$ cat src/design/uart_pkg.sv
package uart_pkg;

    // Payload and FIFO sizing
    localparam int uart_data_width = 8;
    localparam int uart_fifo_depth = 8;
    localparam int uart_cnt_width  = 4;
    localparam int uart_th_width   = 3;

    // Baud divisor where one bit period is div+1 clocks
    localparam int uart_div_width = 16;
    localparam logic [uart_div_width-1:0] uart_div_reset = 16'd433;

    // Flops on the serial input before the receiver
    localparam int uart_n_sync = 2;

    // Register offsets
    localparam logic [11:0] uart_txfifo = 12'h000;
    localparam logic [11:0] uart_rxfifo = 12'h004;
    localparam logic [11:0] uart_txctrl = 12'h008;
    localparam logic [11:0] uart_rxctrl = 12'h00C;
    localparam logic [11:0] uart_ie     = 12'h010;
    localparam logic [11:0] uart_ip     = 12'h014;
    localparam logic [11:0] uart_ic     = 12'h018;
    localparam logic [11:0] uart_div    = 12'h01C;
    localparam logic [11:0] uart_lcr    = 12'h020;

endpackage

$ cat src/design/uart_fifo.sv
`timescale 1ns/100ps

module uart_fifo (
    input  logic                                clk,
    input  logic                                rstn,
    input  logic                                push,
    input  logic [uart_pkg::uart_data_width-1:0] wdata,
    input  logic                                pop,
    output logic [uart_pkg::uart_data_width-1:0] rdata,
    output logic                                full,
    output logic                                empty,
    output logic [uart_pkg::uart_cnt_width-1:0]  count,
    input  logic [uart_pkg::uart_th_width-1:0]   th,
    output logic                                above_th,
    output logic                                below_th
);

    import uart_pkg::*;

    logic [uart_data_width-1:0]         mem [uart_fifo_depth];
    logic [$clog2(uart_fifo_depth)-1:0] wptr;
    logic [$clog2(uart_fifo_depth)-1:0] rptr;
    logic                               do_push;
    logic                               do_pop;

    assign do_push  = push && !full;
    assign do_pop   = pop && !empty;
    assign rdata    = mem[rptr];
    assign full     = (count == uart_cnt_width'(uart_fifo_depth));
    assign empty    = (count == '0);
    assign above_th = (count >  {1'b0, th});
    assign below_th = (count <= {1'b0, th});

    always_ff @(posedge clk or negedge rstn) begin
        if (!rstn) begin
            wptr  <= '0;
            rptr  <= '0;
            count <= '0;
        end else begin
            if (do_push)
                wptr <= wptr + 1'b1;
            if (do_pop)
                rptr <= rptr + 1'b1;
            if (do_push && !do_pop)
                count <= count + 1'b1;
            else if (do_pop && !do_push)
                count <= count - 1'b1;
        end
    end

    always_ff @(posedge clk) begin
        if (do_push)
            mem[wptr] <= wdata;
    end

    a_count_le_depth: assert property (@(posedge clk) disable iff (!rstn)
        count <= uart_cnt_width'(uart_fifo_depth));
    a_ptr_gap_is_count: assert property (@(posedge clk) disable iff (!rstn)
        (wptr - rptr) == count[$clog2(uart_fifo_depth)-1:0]);

endmodule

$ cat src/design/baud_timer.sv
`timescale 1ns/100ps

module baud_timer (
    input  logic                               clk,
    input  logic                               rstn,
    input  logic                               start,
    input  logic [uart_pkg::uart_div_width-1:0] div,
    output logic                               tick,
    output logic                               mid
);

    import uart_pkg::*;

    logic [uart_div_width-1:0] cnt;

    // Both strobes are quiet while the owner holds the timer in load
    assign tick = !start && (cnt == '0);
    assign mid  = !start && (cnt == (div >> 1));

    always_ff @(posedge clk or negedge rstn) begin
        if (!rstn) begin
            cnt <= '0;
        end else if (start || cnt == '0) begin
            cnt <= div;
        end else begin
            cnt <= cnt - 1'b1;
        end
    end

endmodule

$ cat src/design/uart_tx_fsm.sv
`timescale 1ns/100ps

module uart_tx_fsm (
    input  logic                                clk,
    input  logic                                rstn,
    input  logic                                enable,
    input  logic                                parity_en,
    input  logic                                nstop,
    input  logic                                data_vld,
    input  logic [uart_pkg::uart_data_width-1:0] data_in,
    output logic                                pop,
    input  logic                                tick,
    output logic                                timer_start,
    output logic                                uart_tx
);

    import uart_pkg::*;

    typedef enum logic [2:0] {st_idle, st_start, st_data, st_parity, st_stop} state_t;

    state_t                             state;
    state_t                             state_nxt;
    logic [$clog2(uart_data_width)-1:0] bit_cnt;
    logic [uart_data_width-1:0]         shift;
    logic                               par;
    logic                               line_nxt;

    assign pop         = (state == st_idle) && enable && data_vld;
    assign timer_start = (state == st_idle);

    // Line value is computed for the next state so uart_tx stays registered
    always_comb begin
        state_nxt = state;
        line_nxt  = uart_tx;
        case (state)
            st_idle: begin
                if (pop) begin
                    state_nxt = st_start;
                    line_nxt  = 1'b0;
                end
            end
            st_start: begin
                if (tick) begin
                    state_nxt = st_data;
                    line_nxt  = shift[0];
                end
            end
            st_data: begin
                if (tick) begin
                    if (bit_cnt == $bits(bit_cnt)'(uart_data_width - 1)) begin
                        state_nxt = parity_en ? st_parity : st_stop;
                        line_nxt  = parity_en ? par : 1'b1;
                    end else begin
                        line_nxt = shift[0];
                    end
                end
            end
            st_parity: begin
                if (tick) begin
                    state_nxt = st_stop;
                    line_nxt  = 1'b1;
                end
            end
            st_stop: begin
                if (tick && bit_cnt == {{($bits(bit_cnt)-1){1'b0}}, nstop})
                    state_nxt = st_idle;
            end
            default: state_nxt = st_idle;
        endcase
    end

    always_ff @(posedge clk or negedge rstn) begin
        if (!rstn) begin
            state   <= st_idle;
            uart_tx <= 1'b1;
            bit_cnt <= '0;
        end else begin
            state   <= state_nxt;
            uart_tx <= line_nxt;
            if (pop)
                bit_cnt <= '0;
            else if (tick && (state == st_data || state == st_stop))
                bit_cnt <= bit_cnt + 1'b1;
        end
    end

    // Even-sum parity over the data bits
    always_ff @(posedge clk) begin
        if (pop) begin
            shift <= data_in;
            par   <= ^data_in;
        end else if (tick && (state == st_start || state == st_data)) begin
            shift <= {1'b0, shift[uart_data_width-1:1]};
        end
    end

    a_idle_line_high: assert property (@(posedge clk) disable iff (!rstn)
        (state == st_idle) |-> uart_tx);

endmodule

$ cat src/design/uart_rx_fsm.sv
`timescale 1ns/100ps

module uart_rx_fsm (
    input  logic                                clk,
    input  logic                                rstn,
    input  logic                                enable,
    input  logic                                parity_en,
    input  logic                                uart_rx,
    input  logic                                tick,
    input  logic                                mid,
    output logic                                timer_start,
    output logic                                push,
    output logic [uart_pkg::uart_data_width-1:0] data_out,
    output logic                                perror
);

    import uart_pkg::*;

    typedef enum logic [2:0] {
        st_idle, st_start, st_data, st_parity, st_stop, st_error
    } state_t;

    state_t                             state;
    state_t                             state_nxt;
    logic [uart_n_sync-1:0]             sync;
    logic                               rx_s;
    logic [$clog2(uart_data_width)-1:0] bit_cnt;
    logic                               par_bit;
    logic                               par_bad;

    assign rx_s        = sync[uart_n_sync-1];
    assign timer_start = (state == st_idle);
    assign par_bad     = parity_en && (^data_out ^ par_bit);

    always_comb begin
        state_nxt = state;
        push      = 1'b0;
        perror    = 1'b0;
        case (state)
            st_idle: begin
                if (enable && !rx_s)
                    state_nxt = st_start;
            end
            st_start: begin
                // A start bit that is high again at mid-bit was a glitch
                if (mid && rx_s)
                    state_nxt = st_error;
                else if (tick)
                    state_nxt = st_data;
            end
            st_data: begin
                if (tick && bit_cnt == $bits(bit_cnt)'(uart_data_width - 1))
                    state_nxt = parity_en ? st_parity : st_stop;
            end
            st_parity: begin
                if (tick)
                    state_nxt = st_stop;
            end
            st_stop: begin
                if (mid) begin
                    if (!rx_s) begin
                        state_nxt = st_error;
                    end else begin
                        push      = !par_bad;
                        perror    = par_bad;
                        state_nxt = st_idle;
                    end
                end
            end
            st_error: begin
                // Wait for the line to return high before hunting again
                if (rx_s)
                    state_nxt = st_idle;
            end
            default: state_nxt = st_idle;
        endcase
    end

    always_ff @(posedge clk or negedge rstn) begin
        if (!rstn) begin
            sync    <= '1;
            state   <= st_idle;
            bit_cnt <= '0;
        end else begin
            sync  <= {sync[uart_n_sync-2:0], uart_rx};
            state <= state_nxt;
            if (state == st_idle)
                bit_cnt <= '0;
            else if (state == st_data && tick)
                bit_cnt <= bit_cnt + 1'b1;
        end
    end

    // New bits enter at the top because the line is LSB first
    always_ff @(posedge clk) begin
        if (state == st_data && mid)
            data_out <= {rx_s, data_out[uart_data_width-1:1]};
        if (state == st_parity && mid)
            par_bit <= rx_s;
    end

    a_push_data_known: assert property (@(posedge clk) disable iff (!rstn)
        push |-> !$isunknown(data_out));

endmodule

$ cat src/design/uart_regs.sv
`timescale 1ns/100ps

module uart_regs (
    input  logic                                clk,
    input  logic                                rstn,
    input  logic                                psel,
    input  logic                                penable,
    input  logic                                pwrite,
    input  logic [11:0]                         paddr,
    input  logic [31:0]                         pwdata,
    output logic [31:0]                         prdata,
    output logic                                pready,
    output logic                                pslverr,
    output logic                                tx_push,
    output logic [uart_pkg::uart_data_width-1:0] tx_wdata,
    input  logic                                tx_full,
    output logic                                rx_pop,
    input  logic [uart_pkg::uart_data_width-1:0] rx_rdata,
    input  logic                                rx_empty,
    input  logic                                tx_below_th,
    input  logic                                rx_above_th,
    input  logic                                rx_perror,
    output logic                                tx_en,
    output logic                                rx_en,
    output logic                                nstop,
    output logic                                parity_en,
    output logic [uart_pkg::uart_div_width-1:0]  div,
    output logic [uart_pkg::uart_th_width-1:0]   tx_th,
    output logic [uart_pkg::uart_th_width-1:0]   rx_th,
    output logic                                irq_out
);

    import uart_pkg::*;

    logic        apb_wr;
    logic        apb_rd;
    logic [2:0]  ie;
    logic [2:0]  ip;
    logic [2:0]  ip_clr;
    logic [31:0] rdata_mux;

    // Transfers are taken in the setup phase
    assign apb_wr  = psel && !penable && pwrite;
    assign apb_rd  = psel && !penable && !pwrite;
    assign pready  = 1'b1;
    assign pslverr = 1'b0;

    assign tx_push  = apb_wr && paddr == uart_txfifo && !tx_full && !pwdata[31];
    assign tx_wdata = pwdata[uart_data_width-1:0];
    assign rx_pop   = apb_rd && paddr == uart_rxfifo && !rx_empty;

    assign ip_clr  = (apb_wr && paddr == uart_ic) ? pwdata[2:0] : 3'b000;
    assign irq_out = |(ip & ie);

    always_ff @(posedge clk or negedge rstn) begin
        if (!rstn) begin
            tx_en     <= 1'b0;
            nstop     <= 1'b0;
            tx_th     <= '0;
            rx_en     <= 1'b0;
            rx_th     <= '0;
            ie        <= '0;
            div       <= uart_div_reset;
            parity_en <= 1'b0;
        end else if (apb_wr) begin
            case (paddr)
                uart_txctrl: begin
                    tx_en <= pwdata[0];
                    nstop <= pwdata[1];
                    tx_th <= pwdata[18:16];
                end
                uart_rxctrl: begin
                    rx_en <= pwdata[0];
                    rx_th <= pwdata[18:16];
                end
                uart_ie:  ie        <= pwdata[2:0];
                uart_div: div       <= pwdata[uart_div_width-1:0];
                uart_lcr: parity_en <= pwdata[0];
                default: ;
            endcase
        end
    end

    // A clear wins over a set in the sticky pending bits
    always_ff @(posedge clk or negedge rstn) begin
        if (!rstn)
            ip <= '0;
        else
            ip <= (ip | {rx_perror, rx_above_th, tx_below_th}) & ~ip_clr;
    end

    always_comb begin
        rdata_mux = '0;
        case (paddr)
            uart_txfifo: rdata_mux = {tx_full, 31'b0};
            uart_rxfifo: rdata_mux = {rx_empty, 23'b0, rx_empty ? 8'b0 : rx_rdata};
            uart_txctrl: rdata_mux = {13'b0, tx_th, 14'b0, nstop, tx_en};
            uart_rxctrl: rdata_mux = {13'b0, rx_th, 15'b0, rx_en};
            uart_ie:     rdata_mux = {29'b0, ie};
            uart_ip:     rdata_mux = {29'b0, ip};
            uart_ic:     rdata_mux = {29'b0, ip};
            uart_div:    rdata_mux = {16'b0, div};
            uart_lcr:    rdata_mux = {31'b0, parity_en};
            default:     rdata_mux = '0;
        endcase
    end

    always_ff @(posedge clk or negedge rstn) begin
        if (!rstn)
            prdata <= '0;
        else if (apb_rd)
            prdata <= rdata_mux;
    end

    a_penable_needs_psel: assert property (@(posedge clk) disable iff (!rstn)
        penable |-> psel);

endmodule

$ cat src/design/uart_apb_top.sv
`timescale 1ns/100ps

module uart_apb_top (
    input  logic        clk,
    input  logic        rstn,
    input  logic        psel,
    input  logic        penable,
    input  logic        pwrite,
    input  logic [11:0] paddr,
    input  logic [31:0] pwdata,
    output logic [31:0] prdata,
    output logic        pready,
    output logic        pslverr,
    output logic        irq_out,
    input  logic        uart_rx,
    output logic        uart_tx
);

    import uart_pkg::*;

    logic                       tx_push, tx_pop, tx_full, tx_empty, tx_below_th;
    logic                       rx_push, rx_pop, rx_empty, rx_above_th, rx_perror;
    logic [uart_data_width-1:0] tx_wdata, tx_rdata, rx_wdata, rx_rdata;
    logic                       tx_en, rx_en, nstop, parity_en;
    logic [uart_div_width-1:0]  div;
    logic [uart_th_width-1:0]   tx_th, rx_th;
    logic                       tx_timer_start, tx_tick;
    logic                       rx_timer_start, rx_tick, rx_mid;

    uart_regs u_regs (
        .clk, .rstn, .psel, .penable, .pwrite, .paddr, .pwdata, .prdata,
        .pready, .pslverr, .tx_push, .tx_wdata, .tx_full, .rx_pop, .rx_rdata,
        .rx_empty, .tx_below_th, .rx_above_th, .rx_perror, .tx_en, .rx_en,
        .nstop, .parity_en, .div, .tx_th, .rx_th, .irq_out
    );

    uart_fifo u_tx_fifo (
        .clk, .rstn, .push(tx_push), .wdata(tx_wdata), .pop(tx_pop), .rdata(tx_rdata),
        .full(tx_full), .empty(tx_empty), .count(), .th(tx_th),
        .above_th(), .below_th(tx_below_th)
    );

    uart_fifo u_rx_fifo (
        .clk, .rstn, .push(rx_push), .wdata(rx_wdata), .pop(rx_pop), .rdata(rx_rdata),
        .full(), .empty(rx_empty), .count(), .th(rx_th),
        .above_th(rx_above_th), .below_th()
    );

    baud_timer u_tx_timer (
        .clk, .rstn, .start(tx_timer_start), .div, .tick(tx_tick), .mid()
    );

    baud_timer u_rx_timer (
        .clk, .rstn, .start(rx_timer_start), .div, .tick(rx_tick), .mid(rx_mid)
    );

    uart_tx_fsm u_tx_fsm (
        .clk, .rstn, .enable(tx_en), .parity_en, .nstop, .data_vld(!tx_empty),
        .data_in(tx_rdata), .pop(tx_pop), .tick(tx_tick),
        .timer_start(tx_timer_start), .uart_tx
    );

    uart_rx_fsm u_rx_fsm (
        .clk, .rstn, .enable(rx_en), .parity_en, .uart_rx, .tick(rx_tick),
        .mid(rx_mid), .timer_start(rx_timer_start), .push(rx_push),
        .data_out(rx_wdata), .perror(rx_perror)
    );

endmodule

$ cat config.mk
export PLATFORM = sky130hd
export DESIGN_NAME = uart_apb_top
export DESIGN_NICKNAME = d
export VERILOG_FILES = /design/src/design/uart_pkg.sv /design/src/design/uart_fifo.sv /design/src/design/baud_timer.sv /design/src/design/uart_tx_fsm.sv /design/src/design/uart_rx_fsm.sv /design/src/design/uart_regs.sv /design/src/design/uart_apb_top.sv
export SDC_FILE = /design/constraint.sdc
export NUM_CORES = 1
export LEC_CHECK = 0
export BUFFER_PORTS_ARGS = -buffer_cell sky130_fd_sc_hd__buf_2
export CORE_ASPECT_RATIO = 0.6
export CORE_MARGIN = 4
export CORE_UTILIZATION = 45
export DETAILED_ROUTE_END_ITERATION = 10
export PLACE_DENSITY = 0.73
export SETUP_SLACK_MARGIN = 0.3
export SLEW_MARGIN = 0
export SYNTH_ARGS = -nofsm -noshare
export SYNTH_HDL_FRONTEND = slang
export SYNTH_SLANG_ARGS = --single-unit
$ cat constraint.sdc
create_clock -name clk -period 6 [get_ports clk]
set_input_delay 1.2 -clock clk [delete_from_list [all_inputs] [get_ports clk]]
set_output_delay 1.2 -clock clk [all_outputs]
set_load 0.05 [all_outputs]
==> impl_metrics.toml <==
[run_status]
outcome = "finished, final reports clean"

[sta]
finalHoldViolations = 0
fmaxAchievable_ghz = 0.234
slew_viol_final = 0
setup_tns_ns = 0
setup_slack_ns = 1.73
worst_pin_slew_ns = 1.08
fin_crit_sh_pct = 71.2
timing.slew.headroom_pct = 27.9
setup_viol_count_final = 0
rsz0062_at_grt = "no"
fin_crit_ns = 4.27
fin_skew_ns = 0.0113

[route]
vias = 7415
dr.pass1.iters = 5
routedWlPerCell_um = 19.5
drtAntennaViolNets = 0
first_iter_violations = 627
via_per_inst = 5.44
finalWirelength_um = 26600
remaining_drc_errors = 0

[setup_path]
r2r_start = "u_regs.div[4]"
critPathLaunch = "paddr[1]"
reg2reg_to = "u_rx_fifo.count[3]"
cpMaxStageDelayCell = "or4b_1"
start_kind = "input port"
critPathArrivalTime_ns = 4.68
crit_path_end_kind = "flop"
critPathMaxFanout = 9
crit_chain = "buf_2 -> nor4_1 -> nand3_1 -> or4b_1 -> nor2_2 -> inv_1 -> ha_1 -> inv_1 -> ha_1 -> a21o_1 -> a21oi_1 -> xnor2_1 -> nor2_1 -> xor2_1"
crit_type = "in -> reg"
cpLargestDelayFamily = "simple AND/OR/NAND/NOR gates"
ff2ff_path_depth = 12
worstPathRequired_ns = 6.41
reg2reg_slack_ns = 2.51
cp_slowest_stage_delay_ns = 0.74
path_buf_inv = 3

[placement]
io_buffers = 59
place_worst_setup_slack_ns = 1.25
place_congestion = 0.888
dp.cells = 1318
hpwl_um = 18300

[final_layout]
area_growth_pct = 11.0
layout_commonest_cell = "edfxtp_1"
fillerInstances = 2263
stdcell_count = 1362
post-route-util_pct = 51.1
fin_nets = 1060
drive_above_1_share_pct = 21.2
final_cell_mix = "edfxtp_1 (146), dfrtp_1 (111), nand2_1 (94), buf_2 (58), nor2_1 (52)"
diodes = 0

[synth]
synth.ff_latch_count = 265
synth_top_area_cell = "edfxtp_1"
synth_edf_count = 146
syn_area_per_cell_um2 = 13.2
yosys_most_used_dff = "edfxtp_1"
ys_seq_area_share_pct = 60.0
ys_types = 75
async_flop_share_pct = 44.9
postSynthCellCount = 928
synth_area_um2 = 12300
yosys_warnings = 0
yosys-top-cells-area = "edfxtp_1 (36%), dfrtp_1 (23%), mux4_2 (5.1%)"
synth_top_cell_area_share_pct = 35.7

[grt]
gr-total-overflow = 0
grt_usage_pct = 17.7
grt_pass1_wl_um = 41900
grt_antenna_before_repair = 0
grt_max_degree = 76
grt_pass1_vias = 7271

[clock_tree]
cts_tree = "built"
post_cts_buffers = 0
clock-root-buffer = "clkbuf_16"
htree_levels = 1
holdBufCountCts = 0
cts_made_buffers = 24
clock_latency_ns = 0.53
cts.sinks = 265
path_clk_slew_ns = 0.06
cts_buffer_depth = 3
cts-resized-gates = 0

[die]
dieHeight_um = 136
rows = 46
pin_count = 86
die_w_um = 221
initial_core_util_pct = 46.1
die_area_um2 = 30100
placeableCoreArea_um2 = 26600

[min_path]
hold_end = "u_rx_fsm.sync[1]"
hp-class = "reg -> reg"
hold_depth = 0
hold_start = "u_rx_fsm.sync[0]"

[job]
maxCapViolCount = 0

[power_and_ir_drop]
power_density_nw_per_um2 = 352
peakVddDrop_v = 0.000202
total_power_mw = 4.80
p_leak_nw = 5.33
[layer usage]
metal / track usage (%) / vias to the layer above / part of all wire (%)
met5: 0 / - / 0
met4: 2.98 / 0 / 1.4
met2: 26.7 / 182 / 45
li1: - / 3486 / -
met1: 27.8 / 3713 / 48
met3: 2.76 / 34 / 5.6
[layout make-up]
cell class | instances | area [um2] | area share, %
sequential | 265 | 7370 | 54.1
timing repair buffer | 69 | 373 | 2.74
tap | 360 | 450 | 3.31
clock buffer | 37 | 722 | 5.30
inverter | 24 | 90.1 | 0.661
clock inverter | 7 | 38.8 | 0.285
multi-input combinational | 600 | 4580 | 33.6
[kinds of logic (layout without fill, tap and decap cells)]
| kind of cell | count (synthesis) | count (layout) | synth area share, % |
|---|---|---|---|
| multiplexers | 93 | 93 | 10.8 |
| AND/OR/NAND/NOR | 250 | 250 | 9.98 |
| XOR/XNOR | 70 | 70 | 5.33 |
| other | 2 | 14 | 0.0611 |
| flip-flops | 265 | 265 | 60.0 |
| buffers and inverters | 75 | 137 | 3.19 |
| adder cells (fa/ha/maj) | 26 | 26 | 2.77 |
| AO/OA/AOI/OAI | 147 | 147 | 7.85 |
[state kept, by name (all words and copies together), names as in the netlist, 4 cells and up]
name               count
u_regs.div            16
u_tx_timer.cnt        16
u_tx_fsm.shift         8
u_rx_fsm.data_out      8
u_rx_fifo.count        4
u_rx_timer.cnt        16
u_regs.prdata         20
u_rx_fifo.mem         64
u_tx_fifo.mem         64
u_tx_fifo.count        4
[synthesized netlist by cell type, types with 9 or more instances]
library cell  instances
edfxtp_1            146
dfrtp_1             111
nand2_1              94
nor2_1               52
o21ai_0              51
xnor2_1              39
mux2_2               35
mux2i_1              30
mux4_2               28
xor2_1               28
a21oi_1              26
ha_1                 24
inv_1                23
nor3_1               20
clkbuf_1             19
buf_4                15
o21ai_2              15
a22o_1               11
nand3_1              11
nor4_1                9
or3_1                 9
[worst register-to-register path, stage by stage (launching register included)]
cell and delay, ns:
dfstp_2 0.68, xnor2_1 0.16, nand4_1 0.10, nor4_1 0.62, and4b_1 0.51, ha_1 0.25, inv_1 0.10, ha_1 0.29
a21o_1 0.18, a21oi_1 0.16, xnor2_1 0.13, nor2_1 0.06, xor2_1 0.14
[per-stage QoR]
| step | hold slack, ns | cell area (um2) |
|---|---|---|
| after floorplan | 0.345 | 12300 |
| after global placement | 0.347 | 12900 |
| after detailed placement | 0.351 | 12900 |
| after CTS | 0.362 | 13600 |
| after global routing | 0.369 | 13600 |
| final | 0.363 | 13600 |
[worst max-delay path by stage]
stage | to | slack, ns | cells past startpoint
after CTS | u_rx_fifo.count[3] | 1.75 | 14
after detailed placement | u_rx_fifo.count[3] | 1.25 | 14
after floorplan | u_rx_fifo.count[3] | 2.03 | 14
final | u_rx_fifo.count[3] | 1.73 | 14
after global routing | u_rx_fifo.count[3] | 1.66 | 14
after global placement | u_rx_fifo.count[3] | 1.30 | 14
[power by group]
| group | internal, mW | switching, mW |
|---|---|---|
| Combinational | 0.463 | 0.608 |
| Sequential | 2.06 | 0.178 |
| Clock | 0.831 | 0.660 |
Power figures use the tool's default switching activity.
